## src/verilog/mpmc_consts.svh

```systemverilog
`ifndef MPMC_CONSTS_SVH
`define MPMC_CONSTS_SVH

// Width of a word address on the Wishbone side and on the UI
`define MPMC_ADDR_W 24
// One data word, also the UI data width
`define MPMC_DATA_W 32
// Words held in a port's read buffer line
`define MPMC_LINE_WORDS 4
// Last burst count of a line fetch, so a fetch runs 0 up to this value
`define MPMC_BURST_LEN 3
// Number of Wishbone ports sharing the UI
`define MPMC_NPORTS 2

// UI command codes as the controller core decodes app_cmd
`define MPMC_CMD_WRITE 3'b000
`define MPMC_CMD_READ 3'b001

`endif

```

## src/verilog/mpmc_pkg.sv

```systemverilog
`include "mpmc_consts.svh"
`default_nettype none

package mpmc_pkg;

	// Sequencer states, write path first and then the read path
	typedef enum logic [2:0] {
		IDLE,
		WRITE_DATA0,
		WRITE_DATA1,
		WRITE_DATA2,
		READ_DATA0,
		READ_DATA1,
		READ_DATA2,
		READ_WAIT
	} mpmc_state_t;

	// ========================================
	// Wishbone classic port signals
	// ========================================
	typedef struct packed {
		logic cyc;
		logic stb;
		logic we;
		logic [`MPMC_DATA_W/8-1:0] sel;
		logic [`MPMC_ADDR_W-1:0] adr;
		logic [`MPMC_DATA_W-1:0] dat;
	} wb_req_t;

	typedef struct packed {
		logic ack;
		logic [`MPMC_DATA_W-1:0] dat;
	} wb_rsp_t;

	// ========================================
	// Port to arbiter to sequencer
	// ========================================
	typedef struct packed {
		logic valid;
		logic we;
		logic [`MPMC_ADDR_W-1:0] adr;
		logic [`MPMC_DATA_W-1:0] dat;
		logic [`MPMC_DATA_W/8-1:0] sel;
	} mem_req_t;

	// Line is only meaningful when done ends a read
	typedef struct packed {
		logic done;
		logic [`MPMC_LINE_WORDS-1:0][`MPMC_DATA_W-1:0] line;
		logic inv;
		logic [`MPMC_ADDR_W-$clog2(`MPMC_LINE_WORDS)-1:0] inv_adr;
	} mem_rsp_t;

	// ========================================
	// Memory UI of the controller core
	// ========================================
	typedef struct packed {
		logic en;
		logic [2:0] cmd;
		logic [`MPMC_ADDR_W-1:0] addr;
	} ui_cmd_t;

	// The last flag drives app_wdf_end, every write here is a single beat
	typedef struct packed {
		logic wren;
		logic last;
		logic [`MPMC_DATA_W-1:0] data;
		logic [`MPMC_DATA_W/8-1:0] mask;
	} ui_wdf_t;

endpackage

`default_nettype wire

```

## src/verilog/mpmc_read_line.sv

```systemverilog
`include "mpmc_consts.svh"
`default_nettype none

module mpmc_read_line (
	input  logic clk,
	input  logic rst,
	input  mpmc_pkg::wb_req_t wb_req,
	output mpmc_pkg::wb_rsp_t wb_rsp,
	output mpmc_pkg::mem_req_t mem_req,
	input  mpmc_pkg::mem_rsp_t mem_rsp,
	input  logic inv,
	input  logic [`MPMC_ADDR_W-$clog2(`MPMC_LINE_WORDS)-1:0] inv_adr
);

	localparam int OFF_W = $clog2(`MPMC_LINE_WORDS);

	// The buffered line with its tag
	logic [`MPMC_LINE_WORDS-1:0][`MPMC_DATA_W-1:0] line_q;
	logic [`MPMC_ADDR_W-OFF_W-1:0] tag_q;
	logic line_valid;

	logic req_q;
	logic ack_q;
	logic [`MPMC_DATA_W-1:0] rd_dat_q;

	logic [`MPMC_ADDR_W-OFF_W-1:0] req_tag;
	logic [OFF_W-1:0] req_off;
	logic active;
	logic inv_hit;
	logic hit;
	logic start;
	logic fill;

	assign req_tag = wb_req.adr[`MPMC_ADDR_W-1:OFF_W];
	assign req_off = wb_req.adr[OFF_W-1:0];

	// A strobe that is neither waiting on the sequencer nor in its ack cycle
	assign active = wb_req.cyc & wb_req.stb & ~req_q & ~ack_q;

	// A write landing on our line this cycle makes the buffer unusable now
	assign inv_hit = inv & (inv_adr == tag_q);
	assign hit = active & ~wb_req.we & line_valid & ~inv_hit & (req_tag == tag_q);

	// Misses and all writes go out through the arbiter
	assign start = active & ~hit;
	assign fill = req_q & mem_rsp.done & ~wb_req.we;

	always_ff @(posedge clk) begin
		if (rst) begin
			line_valid <= 1'b0;
			req_q <= 1'b0;
			ack_q <= 1'b0;
		end else begin
			// One-cycle ack after a hit or after the sequencer finishes
			ack_q <= hit | (req_q & mem_rsp.done);
			if (start)
				req_q <= 1'b1;
			else if (mem_rsp.done)
				req_q <= 1'b0;
			if (fill)
				line_valid <= 1'b1;
			// Placed last so an invalidate always wins, own writes included
			if (inv_hit)
				line_valid <= 1'b0;
		end
	end

	// Line storage and read data
	always_ff @(posedge clk) begin
		if (fill) begin
			line_q <= mem_rsp.line;
			tag_q <= req_tag;
		end
		if (hit)
			rd_dat_q <= line_q[req_off];
		else if (mem_rsp.done)
			rd_dat_q <= mem_rsp.line[req_off];
	end

	always_comb begin
		wb_rsp.ack = ack_q;
		wb_rsp.dat = rd_dat_q;
		// The Wishbone master keeps these stable until ack, which comes after done
		mem_req.valid = req_q;
		mem_req.we = wb_req.we;
		mem_req.adr = wb_req.adr;
		mem_req.dat = wb_req.dat;
		mem_req.sel = wb_req.sel;
	end

endmodule

`default_nettype wire

```

## config.mk

```make
export PLATFORM = sky130hd
export DESIGN_NAME = mpmc_read_line
export DESIGN_NICKNAME = d
export VERILOG_FILES = /design/src/verilog/mpmc_pkg.sv /design/src/verilog/mpmc_read_line.sv
export VERILOG_INCLUDE_DIRS = /design/src /design/src/verilog
export SDC_FILE = /design/constraint.sdc
export NUM_CORES = 1
export LEC_CHECK = 0
export ABC_AREA = 1
export BUFFER_PORTS_ARGS = -buffer_cell sky130_fd_sc_hd__buf_2
export CORE_ASPECT_RATIO = 0.75
export CORE_MARGIN = 3
export CORE_UTILIZATION = 25
export DETAILED_ROUTE_END_ITERATION = 10
export PLACE_DENSITY = 0.56
export SETUP_SLACK_MARGIN = 0.3
export SLEW_MARGIN = 20
export SYNTH_ARGS = -nofsm -noshare
export SYNTH_HDL_FRONTEND = slang
export SYNTH_SLANG_ARGS = --single-unit
```

## constraint.sdc

```tcl
create_clock -name clk -period 6.8 [get_ports clk]
set_clock_uncertainty 0.1 [all_clocks]
set_input_delay 0.34 -clock clk [delete_from_list [all_inputs] [get_ports clk]]
set_output_delay 0.34 -clock clk [all_outputs]
set_load 0.01 [all_outputs]
```

==> results by group <==
Place
  – GP Congestion: 0.7997
  – DPL Wire Length: 16,790 um
  – Port-buffer cells: 239
  – Placed insts: 1,511

Routing
  – DRT antenna net count: 0
  – # DRC: 0
  – Vias per cell: 4.514
  – Initial DRC Count: 462
  – DRT Pass-1 Iters: 7
  – WL per Instance: 16.27 um
  – Final Routed Wirelength: 27,500 um
  – Routed via count: 7,628

Run status
  – Status: finished clean

Power and ir drop
  – Leak: 4.964 nW
  – VDD IR max: 0.0001540 V
  – PD cells: 214.2 nW/um^2

Worst hold path
  – Hold Startpoint: wb_req[38]
  – Worst Hold Class: in2reg

Timing
  – Crit path time final: 3.731 ns
  – Final Cycle Share: 54.87%
  – Setup-failing EPs final: 0
  – Setup tns final: 0 ns
  – RSZ-0062 raised after global routing: false
  – F_max: 0.2680 GHz
  – Endpoints failing hold: 0
  – Slew @ Worst Pin: 1.091 ns
  – Slew Limit Headroom: 27.25%
  – Pins Over Slew Limit: 0

Clock network
  – Worst-skew pair later-pin latency: 0.45 ns
  – CTS tree: done
  – PostCTS Resize Cnt: 0
  – Clock Path Buffers: 2
  – CTS root buffer: clkbuf_16
  – Clock sinks: 185
  – H-tree levels: 4
  – CTS clk-pin slew, worst paths: 0.08 ns
  – Cts bufs inserted: 17

Worst setup path
  – Crit path kind: in2reg
  – Crit end category: flop
  – Crit path arrival time: 3.73 ns
  – CP Launch Type: primary input
  – Crit path launch: wb_req[45]
  – R2r worst-path depth: 11
  – R2R Setup Slk: 3.22 ns
  – R2R Path End: rd_dat_q[20]
  – CP endpoint: rd_dat_q[20]
  – Crit-path max FO: 35
  – Worst r2r src: tag_q[11]
  – Crit path required time: 6.79 ns

Global route
  – Overall global routing resource usage: 14.12%
  – Global route overflow: 0
  – Vias in the first global route: 7,526
  – Pin count of the biggest net entering global routing: 92
  – Initial antenna violation count: 0
  – First-pass GRT wire length: 42,110 um

Finish
  – Antenna Cells: 0
  – Synth-to-Final Area Change: 35.37%
  – Nets: 1,460
  – Share of layout cells above drive strength 1: 23.76%
  – Final instance count without filler cells: 1,690

Flow run
  – Max-cap viol count: 0

Yosys
  – Mapped Cells: 921
  – Seq/Total Area, Yosys: 60.73%
  – Ys Warns: 0
  – Mapped Avg Cell Area: 9.879 um^2
  – Mapped Area: 9099 um^2
  – Post-Syn Nets: 1,161
  – Synth cell types: 23
  – Register bit count reported by yosys: 185

Die
  – Die Ht: 171.2 um
  – Core area: 35,290 um^2
  – Starting Density: 25.79%
  – Die width: 226.3 um
  – Die footprint: 38,740 um^2
  – Site row count: 59
  – # IOs: 335
power by group:
group          internal, W  total (W)  leakage, nW  switching [W]
logic             0.000157   0.000329         2.99       0.000171
clock network     0.000496    0.00102        0.282       0.000520
registers          0.00129    0.00129         1.69     0.00000817
total              0.00194    0.00264         4.96       0.000699
sequential cells by signal, summed over array words and instances (netlist names):
signal      cells
ack_q           1
line_q        128
line_valid      1
rd_dat_q       32
req_q           1
tag_q          22
worst max-delay path: stages:
cell and delay [ns]:
dlygate4sd3_1 0.52, buf_2 0.13, inv_1 0.04, nand2_1 0.09, nand2_1 0.07, nor2_1 0.12
nand2_1 0.06, nor2_1 0.15, nand2_1 0.11, nor2_4 0.08, buf_4 0.47, nand2_4 0.53
nand2_2 0.43, buf_4 0.49
timing repair:
action | 4_1_cts | 5_1_grt
setup buffers | 0 | 0
endpoints found under the hold margin | 148 | 0
hold buffers | 147 | 0
endpoints found under the setup margin | 0 | 0
cell usage in the layout, fill, tap and decap left out:
cell type | netlist | layout
a21oi_1 | 2 | 2
buf_2 | 15 | 237
buf_4 | 66 | 10
clkbuf_16 | 0 | 17
clkinv_8 | 0 | 6
clkinvlp_4 | 0 | 3
dfxtp_1 | 3 | 3
dlygate4sd3_1 | 0 | 147
edfxtp_1 | 182 | 182
inv_1 | 46 | 45
inv_2 | 5 | 5
inv_4 | 0 | 1
inv_6 | 0 | 4
inv_8 | 0 | 2
nand2_1 | 153 | 152
nand2_2 | 0 | 1
nand2_4 | 1 | 1
nand3_1 | 35 | 35
nand3_2 | 1 | 1
nand4_1 | 3 | 3
nor2_1 | 225 | 224
nor2_4 | 1 | 2
o21ai_0 | 72 | 72
o21ai_1 | 3 | 3
o32ai_1 | 64 | 64
or2_2 | 3 | 3
xnor2_1 | 4 | 4
xor2_1 | 4 | 4
synth_stat cells:
cell type / instances / area [um^2]
edfxtp_1: 182 / 5465
or2_2: 3 / 18.77
buf_2: 15 / 75.07
nand4_1: 3 / 18.77
inv_1: 46 / 172.7
clkbuf_1: 30 / 112.6
xnor2_1: 4 / 35.03
dfxtp_1: 3 / 60.06
o32ai_1: 64 / 560.5
nand3_1: 35 / 175.2
nor2_4: 1 / 11.26
nand3_2: 1 / 10.01
o21ai_1: 3 / 15.01
a21oi_1: 2 / 10.01
buf_6: 1 / 11.26
buf_1: 2 / 7.510
buf_4: 66 / 495.5
nand2_1: 153 / 574.3
nand2_4: 1 / 11.26
o21ai_0: 72 / 360.4
nor2_1: 225 / 844.6
inv_2: 5 / 18.77
xor2_1: 4 / 35.03
per-stage QoR:
step	setup WS, ns	total power (W)	cell area (um^2)	hold slack, ns	utilization (%)
2_1_floorplan	1.907	0.001487	9101	0.3091	-
3_3_place_gp	2.990	0.001579	10240	0.3893	29.03
3_5_place_dp	2.997	0.001582	10240	0.3982	29.03
4_1_cts	2.978	0.002677	12320	0.003680	34.91
5_1_grt	2.781	0.002760	12320	0.01302	34.91
6_report	3.069	0.002638	12320	0.03450	34.91
layer usage:
layer / vias to the layer above / part of all wire, % / track usage, %
met5: - / 0 / 0
met2: 280 / 48 / 23.55
met3: 30 / 6.3 / 3.890
met1: 3600 / 44 / 17.88
li1: 3718 / - / -
met4: 0 / 1.4 / 4.499
worst min path at each step:
stage	cells past startpoint	to
2_1_floorplan	1	ack_q
3_3_place_gp	2	req_q
5_1_grt	1	tag_q[20]
4_1_cts	1	tag_q[4]
6_report	1	tag_q[4]
3_5_place_dp	2	req_q
layout make-up:
cell class	count	area [um^2]
Timing Repair Buffer	394	2733
Fill cell	3569	22970
Inverter	51	193.9
Tap cell	457	571.8
Multi-Input combinational cell	571	2690
Clock buffer	17	425.4
Sequential cell	185	5525
Clock inverter	15	177.7
cells by family after synthesis:
family | share of synthesized area, %
xor+xnor | 0.7700
buf+inv | 9.819
simple gates | 18.29
compound gates | 10.40
flops | 60.73
No activity file was read; power rests on OpenSTA's default activity.
