$ cat config.mk
export PLATFORM = sky130hd
export DESIGN_NAME = mpmc_ui_sequencer
export DESIGN_NICKNAME = d
export VERILOG_FILES = /design/src/verilog/mpmc_pkg.sv /design/src/verilog/mpmc_ui_sequencer.sv
export VERILOG_INCLUDE_DIRS = /design/src /design/src/verilog
export SDC_FILE = /design/constraint.sdc
export NUM_CORES = 1
export LEC_CHECK = 0
export ABC_AREA = 1
export BUFFER_PORTS_ARGS = -buffer_cell sky130_fd_sc_hd__buf_2
export CAP_MARGIN = 20
export CORE_MARGIN = 5
export CORE_UTILIZATION = 43
export DETAILED_ROUTE_END_ITERATION = 7
export PLACE_DENSITY = 0.76
export REMOVE_ABC_BUFFERS = 1
export SYNTH_ARGS = -nofsm -noshare
export SYNTH_HDL_FRONTEND = slang
export SYNTH_SLANG_ARGS = --single-unit
$ cat constraint.sdc
create_clock -name clk -period 2.4 [get_ports clk]
set_input_delay 0.12 -clock clk [delete_from_list [all_inputs] [get_ports clk]]
set_output_delay 0.12 -clock clk [all_outputs]
set_load 0.01 [all_outputs]
$ cat src/verilog/mpmc_consts.svh
`ifndef MPMC_CONSTS_SVH
`define MPMC_CONSTS_SVH

// Width of a word address on the Wishbone side and on the UI
`define MPMC_ADDR_W 24
// One data word, also the UI data width
`define MPMC_DATA_W 32
// Words held in a port's read buffer line
`define MPMC_LINE_WORDS 4
// Last burst count of a line fetch, so a fetch runs 0 up to this value
`define MPMC_BURST_LEN 3
// Number of Wishbone ports sharing the UI
`define MPMC_NPORTS 2

// UI command codes as the controller core decodes app_cmd
`define MPMC_CMD_WRITE 3'b000
`define MPMC_CMD_READ 3'b001

`endif

$ cat src/verilog/mpmc_pkg.sv
`include "mpmc_consts.svh"
`default_nettype none

package mpmc_pkg;

	// Sequencer states, write path first and then the read path
	typedef enum logic [2:0] {
		IDLE,
		WRITE_DATA0,
		WRITE_DATA1,
		WRITE_DATA2,
		READ_DATA0,
		READ_DATA1,
		READ_DATA2,
		READ_WAIT
	} mpmc_state_t;

	// ========================================
	// Wishbone classic port signals
	// ========================================
	typedef struct packed {
		logic cyc;
		logic stb;
		logic we;
		logic [`MPMC_DATA_W/8-1:0] sel;
		logic [`MPMC_ADDR_W-1:0] adr;
		logic [`MPMC_DATA_W-1:0] dat;
	} wb_req_t;

	typedef struct packed {
		logic ack;
		logic [`MPMC_DATA_W-1:0] dat;
	} wb_rsp_t;

	// ========================================
	// Port to arbiter to sequencer
	// ========================================
	typedef struct packed {
		logic valid;
		logic we;
		logic [`MPMC_ADDR_W-1:0] adr;
		logic [`MPMC_DATA_W-1:0] dat;
		logic [`MPMC_DATA_W/8-1:0] sel;
	} mem_req_t;

	// Line is only meaningful when done ends a read
	typedef struct packed {
		logic done;
		logic [`MPMC_LINE_WORDS-1:0][`MPMC_DATA_W-1:0] line;
		logic inv;
		logic [`MPMC_ADDR_W-$clog2(`MPMC_LINE_WORDS)-1:0] inv_adr;
	} mem_rsp_t;

	// ========================================
	// Memory UI of the controller core
	// ========================================
	typedef struct packed {
		logic en;
		logic [2:0] cmd;
		logic [`MPMC_ADDR_W-1:0] addr;
	} ui_cmd_t;

	// The last flag drives app_wdf_end, every write here is a single beat
	typedef struct packed {
		logic wren;
		logic last;
		logic [`MPMC_DATA_W-1:0] data;
		logic [`MPMC_DATA_W/8-1:0] mask;
	} ui_wdf_t;

endpackage

`default_nettype wire

$ cat src/verilog/mpmc_ui_sequencer.sv
`include "mpmc_consts.svh"
`default_nettype none

module mpmc_ui_sequencer (
	input  logic clk,
	input  logic rst,
	input  mpmc_pkg::mem_req_t req,
	output mpmc_pkg::mem_rsp_t rsp,
	output mpmc_pkg::ui_cmd_t ui_cmd,
	output mpmc_pkg::ui_wdf_t ui_wdf,
	input  logic app_rdy,
	input  logic app_wdf_rdy,
	input  logic app_rd_data_valid,
	input  logic [`MPMC_DATA_W-1:0] app_rd_data
);

	localparam int OFF_W = $clog2(`MPMC_LINE_WORDS);

	mpmc_pkg::mpmc_state_t state;

	// One spare bit so both counters can reach a full line
	logic [OFF_W:0] burst_cnt;
	logic [OFF_W:0] word_cnt;

	logic [`MPMC_ADDR_W-1:0] cmd_addr;
	logic [`MPMC_DATA_W-1:0] wr_dat;
	logic [`MPMC_DATA_W/8-1:0] wr_sel;
	logic [`MPMC_LINE_WORDS-1:0][`MPMC_DATA_W-1:0] line_q;

	logic cmd_en;
	logic cmd_accept;
	logic wr_accept;
	logic last_word;

	// ========================================
	// Command enable
	// ========================================
	// A read command stays on the bus with en high until app_rdy takes it
	// A write also needs room in the data FIFO, so its en waits for both ready signals
	// and the command and its data go in together
	always_comb begin
		cmd_en = (state == mpmc_pkg::WRITE_DATA1 && app_rdy && app_wdf_rdy)
			|| (state == mpmc_pkg::READ_DATA0)
			|| (state == mpmc_pkg::READ_DATA2 && burst_cnt <= `MPMC_BURST_LEN);
	end

	assign cmd_accept = cmd_en & app_rdy;
	assign wr_accept = cmd_en & (state == mpmc_pkg::WRITE_DATA1);
	assign last_word = app_rd_data_valid && (word_cnt == `MPMC_LINE_WORDS - 1);

	// ========================================
	// State machine
	// ========================================
	always_ff @(posedge clk) begin
		if (rst) begin
			state <= mpmc_pkg::IDLE;
			burst_cnt <= '0;
			word_cnt <= '0;
		end else begin
			case (state)
			mpmc_pkg::IDLE:
				if (req.valid) begin
					burst_cnt <= '0;
					word_cnt <= '0;
					state <= req.we ? mpmc_pkg::WRITE_DATA0 : mpmc_pkg::READ_DATA0;
				end
			// Request registers are loaded, present them next
			mpmc_pkg::WRITE_DATA0:
				state <= mpmc_pkg::WRITE_DATA1;
			mpmc_pkg::WRITE_DATA1:
				if (cmd_en)
					state <= mpmc_pkg::WRITE_DATA2;
			// Turnaround so the arbiter drops the finished request first
			mpmc_pkg::WRITE_DATA2:
				state <= mpmc_pkg::IDLE;
			mpmc_pkg::READ_DATA0:
				if (cmd_accept) begin
					burst_cnt <= 1;
					state <= mpmc_pkg::READ_DATA2;
				end
			mpmc_pkg::READ_DATA2:
				if (cmd_accept) begin
					burst_cnt <= burst_cnt + 1'b1;
					if (burst_cnt == `MPMC_BURST_LEN)
						state <= mpmc_pkg::READ_WAIT;
				end
			// All commands are out, wait for the rest of the line
			mpmc_pkg::READ_WAIT:
				if (word_cnt == `MPMC_LINE_WORDS || last_word)
					state <= mpmc_pkg::READ_DATA1;
			// Line complete, done pulses here
			mpmc_pkg::READ_DATA1:
				state <= mpmc_pkg::IDLE;
			default:
				state <= mpmc_pkg::IDLE;
			endcase
			if (state != mpmc_pkg::IDLE && app_rd_data_valid)
				word_cnt <= word_cnt + 1'b1;
		end
	end

	// Command payload and the line being assembled
	always_ff @(posedge clk) begin
		if (state == mpmc_pkg::IDLE && req.valid) begin
			// Reads always start at the line base
			cmd_addr <= req.we ? req.adr : {req.adr[`MPMC_ADDR_W-1:OFF_W], {OFF_W{1'b0}}};
			wr_dat <= req.dat;
			wr_sel <= req.sel;
		end else if (cmd_accept && !wr_accept) begin
			cmd_addr <= cmd_addr + 1'b1;
		end
		// Words return in command order
		if (app_rd_data_valid && word_cnt < `MPMC_LINE_WORDS)
			line_q[word_cnt[OFF_W-1:0]] <= app_rd_data;
	end

	// ========================================
	// Outputs
	// ========================================
	always_comb begin
		ui_cmd.en = cmd_en;
		ui_cmd.cmd = (state inside {mpmc_pkg::WRITE_DATA0, mpmc_pkg::WRITE_DATA1,
			mpmc_pkg::WRITE_DATA2}) ? `MPMC_CMD_WRITE : `MPMC_CMD_READ;
		ui_cmd.addr = cmd_addr;
		// Single-beat writes, so every beat is also the last
		ui_wdf.wren = wr_accept;
		ui_wdf.last = wr_accept;
		ui_wdf.data = wr_dat;
		ui_wdf.mask = ~wr_sel;
		rsp.done = wr_accept | (state == mpmc_pkg::READ_DATA1);
		rsp.line = line_q;
		rsp.inv = wr_accept;
		rsp.inv_adr = cmd_addr[`MPMC_ADDR_W-1:OFF_W];
	end

endmodule

`default_nettype wire

==> impl_metrics.ini, run 1 <==
[status]
status = finished clean

[drt]
viasPerCell = 4.770
wl_per_cell_um = 17.35
top_layer_used = met4
ant_nets = 0
met3WireLength_mm = 1.829
wl_met2_mm = 10.10
drc_errors = 0
met1_length_mm = 7.693
first_pass_iters = 7
wirelength_mm = 19.98
via_count = 5495
drtIter0Drc = 326

[cells_and_area]
ff_latch_area_mm2 = 0.005826
final_common_cell = buf_2
fin_area_mm2 = 0.01072
fillers = 1273
layout.nets = 1022
post-route-util = 0.6217
drive_above_1_share = 0.4078
diodes = 0
synthToLayoutAreaGrowth_pct = 42.12
final_cell_mix = buf_2, edfxtp_1, nand2_1, dlygate4sd3_1, inv_1
layout.cells.non_filler = 1152
multiInputGateArea_mm2 = 0.001315

[logic_synthesis]
ys_ff_latch = 197
synth_cells = 520
synth_area_leader_cell = edfxtp_1
yosysUniqueCellTypes = 37
syn_area_mm2 = 0.007540
synth-seq-area-share = 0.7727
avgSynthCellArea_um2 = 14.50
synth_ff_type = edfxtp_1
ys_warn_count = 0
postSynth.asyncResetShare = 0
synth_top_area_share = 0.7488
synth_edf_count = 188
synth.area.top_cells = edfxtp_1, nand2_1, buf_4

[sta]
hold_viol_final = 0
min_period_over_period = 0.7675
fin_hold_ws_ns = 0.02796
setup_slack_ns = 0.5581
tns_ns = 0
finalSetupViolations = 0
max_freq_mhz = 542.9
drv_slew = 0
skew_ns = 0.008134
fin_crit_ns = 1.842
grt_setup_unrepaired = false

[placed_design]
placedInstanceArea_mm2 = 0.009224
preCtsSetupSlack_ns = 0.5783
io_buffers = 314
placedCellCount = 1031
dp_hpwl_mm = 13.78
gp_congestion = 0.8811

[die]
core-area_mm2 = 0.01724
die_area_mm2 = 0.02028
die_h_um = 142.4
ios = 317
num_rows = 48
die_w_um = 142.4
start_util = 0.4374

[critical_path]
required_ns = 2.53
start_kind = register
r2r_slack_ns = 0.56
reg2reg_from = burst_cnt[0]
path_max_fanout = 19
worstPathArrival_ns = 1.97
reg2reg_to = cmd_addr[23]
r2r_cells = 7
worstSetupPathType = reg -> reg
end_kind = register

[grt]
grt_pass1_vias = 5607
grt_pass1_wl_mm = 30.08
overflow = 0
grt.total_usage = 0.1934
grt_antenna_before_repair = 0
grt_max_degree = 69

[worst_hold_path]
hold_depth = 3
hp-class = in -> reg
holdCritStartpoint = req[36]
hold_path_end = cmd_addr[0]

[pwr]
finalPower_mw = 11.19
p_leak_nw = 4.499
power.density_mw_per_mm2 = 1044
vdd_drop_max_v = 0.0007950

[cts]
htree_levels = 4
clk_path_buf_depth = 2
post_cts_resized = 0
post_cts_buffers = 0
path_clk_slew_ns = 0.07
clk_latency_ns = 0.42
cts_made_buffers = 17
cts_tree = built
hold_buffers = 90
cts-root-buf = clkbuf_16
cts_sinks = 197

[run]
cap_violations = 0
synthesized netlist by cell type, types with 3 or more instances:
cell / number
edfxtp_1: 188
inv_1: 39
buf_6: 4
ha_1: 8
nand3b_1: 6
buf_4: 29
nand2_2: 4
o21ai_1: 5
nand4_1: 5
nor2_1: 28
xor2_1: 7
dfxtp_1: 9
a21oi_1: 14
xnor2_1: 3
nor2_2: 3
nor2_4: 4
o21ai_0: 14
nand3_1: 20
nand2_1: 106
routing by layer:
layer	up-vias	global-route usage
li1	2575	-
met1	2588	0.2257
met5	-	0
met2	306	0.3439
met3	26	0.05511
met4	0	0.06453
cells by family (layout without fill, tap and decap cells):
logic type / Yosys count / count (layout) / share of synthesized area
compound gates: 42 / 42 / 0.03253
xor+xnor: 10 / 10 / 0.01162
fa+ha+maj: 8 / 8 / 0.01328
buf+inv: 77 / 483 / 0.05742
flops: 197 / 197 / 0.7727
other cells: 1 / 2 / 0.0004974
simple gates: 185 / 185 / 0.1120
report_power, final:
| part | total [mW] | leakage [nW] | internal, mW | switching, mW |
|---|---|---|---|---|
| Sequential | 5.24 | 1.82 | 4.66 | 0.578 |
| Combinational | 3.16 | 2.39 | 1.18 | 1.98 |
| Clock | 2.79 | 0.291 | 1.48 | 1.31 |
critical path, stage by stage (launching register included):
cell	delay, ns
dfxtp_1	0.38
ha_1	0.16
ha_1	0.14
nor2_1	0.05
nand2_1	0.05
nand2_1	0.10
o21ai_4	0.42
buf_12	0.23
worst max path at each step:
stage | start | to | slack [ns] | cells past startpoint
5_1_grt | burst_cnt[0] | burst_cnt[1] | 0.43 | 9
4_1_cts | burst_cnt[0] | cmd_addr[23] | 0.56 | 7
3_5_place_dp | burst_cnt[0] | cmd_addr[7] | 0.58 | 7
3_3_place_gp | burst_cnt[0] | cmd_addr[8] | 0.62 | 7
2_1_floorplan | state[1] | burst_cnt[2] | -0.03 | 8
6_report | burst_cnt[0] | cmd_addr[23] | 0.56 | 7
flip-flops by register name, indices dropped and copies added (netlist names):
| name | count |
|---|---|
| state | 3 |
| wr_sel | 4 |
| rsp | 128 |
| word_cnt | 3 |
| cmd_addr | 24 |
| burst_cnt | 3 |
| wr_dat | 32 |
final cells by class:
cell class,instances,area share
clock buffer,17,0.03970
clock inverter,14,0.01541
inverter,42,0.01495
multi-input combinational,247,0.1227
sequential,197,0.5437
tap,225,0.02627
timing repair buffer,410,0.2373
Power figures use the tool's default switching activity.
==> inputs of run 2 (changes only) <==
CORE_UTILIZATION = 45   (was 43)
clock period = 1.85 ns   (was 2.4 ns; I/O delays follow)
==> run 2 against run 1 <==
  * First-iteration DRC count down 17%
  * Register-to-register slack got worse by 0.37 ns
  * Routed wire length grew 2.6%
  * Global-route usage grew 1.6 points
  * Critical path depth did not move
  * Final area rose by 1.4%
  * Setup slack got worse by 0.46 ns
  * Critical path type is now reg -> out
==> impl_metrics.ini, run 2 (same netlist as run 1, synthesis figures left out) <==
[critical_path]
critical-path-max-stage-delay_ns = 0.34
startpoint = burst_cnt[0]
required_ns = 1.76
reg2reg_from = cmd_addr[1]
start_kind = register
worstSetupPathType = reg -> out
path_max_fanout = 4
worstPathArrival_ns = 1.66
end_kind = output port
cpLargestDelayFamily = adder cells
crit_slowest_cell = dfxtp_1
path_cells = ha_1 -> ha_1 -> nor2_1 -> nand2_1 -> nand2_2 -> nand2_1 -> buf_2
critPathBufInv = 1

[die]
die_h_um = 139.4
num_rows = 47
die_area_mm2 = 0.01944
ios = 317
start_util = 0.4563
die_w_um = 139.4
core-area_mm2 = 0.01652

[pwr]
power.density_mw_per_mm2 = 1345
vdd_drop_max_v = 0.0007277
p_leak_nw = 4.558

[sta]
skew_ns = 0.01045
drv_slew = 0
fin_hold_ws_ns = 0.01478
fin_crit_ns = 1.755
min_period_over_period = 0.9488
tns_ns = 0
finalSetupViolations = 0
setup_slack_ns = 0.09468
hold_viol_final = 0
grt_setup_unrepaired = false
max_freq_mhz = 569.7

[grt]
overflow = 0
grt_max_degree = 46
grt.total_usage = 0.2090
grt_antenna_before_repair = 0
grt_pass1_vias = 5495
grt_pass1_wl_mm = 31.22

[cts]
clk_latency_ns = 0.43
cts_sinks = 197
post_cts_buffers = 0
cts_made_buffers = 17
cts_tree = built
clk_path_buf_depth = 2
htree_levels = 4
cts-root-buf = clkbuf_16
path_clk_slew_ns = 0.08

[drt]
viasPerCell = 4.808
ant_nets = 0
drtIter0Drc = 271
first_pass_iters = 5
drc_errors = 0
wirelength_mm = 20.49
via_count = 5563
wl_per_cell_um = 17.71

[cells_and_area]
diodes = 0
final_cell_mix = buf_2, edfxtp_1, nand2_1, dlygate4sd3_1, inv_1
post-route-util = 0.6575
layout.nets = 1031
drive_above_1_share = 0.4130
final_common_cell = buf_2
largest_register_ffs = 128
fin_area_mm2 = 0.01087
synthToLayoutAreaGrowth_pct = 44.11

[placed_design]
placedInstanceArea_mm2 = 0.009325
dp_hpwl_mm = 14.29
io_buffers = 314
preCtsSetupSlack_ns = 0.1142
gp_congestion = 0.8739

[worst_hold_path]
hp-class = in -> reg
holdCritStartpoint = req[36]

[run]
cap_violations = 0

[status]
status = finished clean
==> run 2: cell types whose count changed in the layout (fill, tap and decap cells not counted), sizes merged <==
cell / before / now
buf: 320 / 326
dlygate4sd3: 90 / 93
inv: 48 / 50
bufinv: 1 / 0
clkinv: 7 / 6
clkinvlp: 0 / 1
==> run 2: cell type report <==
class / count / area [um2]
timing repair buffer: 419 / 2680
multi-input combinational: 247 / 1323
inverter: 42 / 160.2
fill: 1144 / 5659
tap: 220 / 275.3
sequential: 197 / 5826
clock inverter: 15 / 176.4
clock buffer: 17 / 425.4
==> run 2: tightest hold or removal path, stage by stage <==
cell and delay, ns:
buf_2 0.07, nand3_1 0.07, o21ai_0 0.09
==> run 2: layer usage <==
| metal | GRT usage | share of wire | up-vias |
|---|---|---|---|
| li1 | - | - | 2596 |
| met1 | 0.2330 | 0.36 | 2680 |
| met2 | 0.3865 | 0.55 | 250 |
| met3 | 0.04803 | 0.069 | 37 |
| met4 | 0.08033 | 0.024 | 0 |
| met5 | 0 | 0 | - |
==> run 2: per-stage QoR <==
stage / std cells / total power [mW]
final: 1157 / 14.61
after detailed placement: 1032 / 10.89
after CTS: 1157 / 14.66
after global placement: 1032 / 10.77
after floorplan: 486 / 8.874
after global routing: 1157 / 15.39
==> run 2: timing repair <==
item | in CTS | in global routing
hold buffers | 93 | 0
hold endpoints to repair | 192 | 0
gates resized for setup | 0 | 2
setup endpoints to repair | 0 | 3
==> run 2: path summary, 6_finish.rpt <==
check	to	slack, ns	cells after the start
worst max register to register	cmd_addr[18]	0.19	8
worst min register to register	word_cnt[2]	0.48	2
worst max-delay path	ui_cmd[27]	0.09	7
worst min-delay path	cmd_addr[0]	0.01	3
==> run 2: report_power, final <==
| part | switching (mW) | internal (mW) | total, mW |
|---|---|---|---|
| clock | 1.81 | 1.84 | 3.65 |
| sequential | 0.605 | 6.03 | 6.64 |
| combinational | 2.65 | 1.68 | 4.33 |
==> inputs of run 3 (changes only) <==
REMOVE_ABC_BUFFERS = not set   (was 1)
==> run 3 against run 2 <==
  * Worst hold slack improved by 0.010 ns
  * Clock-buffer cell count did not move
  * Global-route usage fell by 1.0 points
  * Flip-flop and latch count did not move
  * Register-to-register slack got worse by 0.03 ns
  * First-iteration DRC count rose by 4.8%
  * Routed wire length fell by 4.6%
  * Critical endpoint is now cmd_addr[16]
==> impl_metrics.ini, run 3 (same netlist as run 1, synthesis figures left out) <==
[sta]
skew_ns = 0.01174
max_freq_mhz = 592.9
tns_ns = 0
drv_slew = 0
finalSetupViolations = 0
min_period_over_period = 0.9117
fin_hold_ws_ns = 0.02524
fin_crit_ns = 1.687
hold_viol_final = 0

[die]
die_w_um = 139.4
ios = 317
die_h_um = 139.4
num_rows = 47
die_area_mm2 = 0.01944
start_util = 0.4563
core-area_mm2 = 0.01652

[placed_design]
dp_hpwl_mm = 12.72
io_buffers = 314
gp_congestion = 0.8701

[cells_and_area]
synthToLayoutAreaGrowth_pct = 43.81
final_cell_mix = buf_2, edfxtp_1, nand2_1, dlygate4sd3_1, inv_1
layout.nets = 1028
ff_latch_area_mm2 = 0.005827
fillers = 1196
final_common_cell = buf_2
diodes = 0
multiInputGateArea_mm2 = 0.001325
drive_above_1_share = 0.4154
largest_register_ffs = 128

[pwr]
p_leak_nw = 4.540
vdd_drop_max_v = 0.0009720
intPower_mw = 9.632
p_seq_frac = 0.456
p_sw_mw = 5.049
clockPowerShare = 0.255
sw_frac_of_total = 0.3439
power.density_mw_per_mm2 = 1354
power_frac_comb = 0.289

[cts]
cts_tree = built
clk_path_buf_depth = 2
htree_levels = 4
post_cts_buffers = 0
cts-root-buf = clkbuf_16
cts_made_buffers = 17
clk_latency_ns = 0.42
path_clk_slew_ns = 0.08
cts_sinks = 197

[grt]
grt.total_usage = 0.1987
grt_antenna_before_repair = 0
grt_use_met3 = 0.07547
overflow = 0
grt_pass1_vias = 5581
grt_pass1_wl_mm = 30.30
use_met2 = 0.3384
busiest_layer = met2
grt_max_degree = 56
gr-usage-met1 = 0.2301

[critical_path]
worstPathArrival_ns = 1.85
path_max_fanout = 6
end_kind = register
start_kind = register
worstSetupPathType = reg -> reg
required_ns = 2.02

[drt]
viasPerCell = 4.773
drtIter0Drc = 284
drc_errors = 0
wirelength_mm = 19.54
first_pass_iters = 5
ant_nets = 0
wl_per_cell_um = 16.93
via_count = 5508

[worst_hold_path]
hp-class = in -> reg

[status]
status = finished clean

[run]
cap_violations = 0
## run 3: worst paths after layout
path,to,slack [ns],depth (start not counted),from
worst min register to register,word_cnt[2],0.49,2,word_cnt[2]
worst max-delay path,cmd_addr[16],0.16,8,cmd_addr[1]
worst max register to register,cmd_addr[16],0.16,8,cmd_addr[1]
worst min-delay path,cmd_addr[4],0.03,3,req[40]
## run 3: power by group through the flow
stage	sequential, mW	clock [mW]	combinational (mW)
after floorplan	6.99	0	2.35
after global placement	6.74	0	3.97
after detailed placement	6.77	0	4.02
after CTS	6.68	3.81	4.20
after global routing	6.80	4.03	4.64
final	6.70	3.74	4.24
## run 3: routing by layer
| metal | part of all wire | vias up |
|---|---|---|
| li1 | - | 2585 |
| met4 | 0.031 | 0 |
| met1 | 0.37 | 2559 |
| met5 | 0 | - |
| met2 | 0.49 | 315 |
| met3 | 0.10 | 49 |
## run 3: critical path: stages, from the launching register on
cell	delay, ns
edfxtp_1	0.42
ha_2	0.24
nand2_2	0.10
nor2_4	0.18
nand3_4	0.11
nor2_4	0.15
nand3_1	0.08
nand2_1	0.08
o21ai_1	0.07
## run 3: repair_timing
item,CTS,global route
endpoints found under the hold margin,190,0
hold buffers,91,0
gates resized for setup,0,5
endpoints found under the setup margin,0,7
## run 3: metrics by stage
| step | cells | util | cell area [um2] | setup slack (ns) | power, mW |
|---|---|---|---|---|---|
| 6_report | 1154 | 0.6562 | 10840 | 0.1634 | 14.68 |
| 5_1_grt | 1154 | 0.6562 | 10840 | -0.002351 | 15.47 |
| 4_1_cts | 1154 | 0.6555 | 10830 | 0.09318 | 14.69 |
| 3_5_place_dp | 1031 | 0.5624 | 9293 | 0.1154 | 10.79 |
| 3_3_place_gp | 1031 | 0.5624 | 9293 | 0.1712 | 10.71 |
| 2_1_floorplan | 521 | - | 7553 | -0.005659 | 9.345 |
## run 3: area by class of cell
| cell class | count | share of cell area |
|---|---|---|
| flip-flops and latches | 197 | 0.5374 |
| repair buffers | 416 | 0.2423 |
| multi-input cells | 247 | 0.1222 |
| clock buffers | 17 | 0.03923 |
| well taps | 220 | 0.02539 |
| clock inverters | 15 | 0.01869 |
| inverters | 42 | 0.01477 |
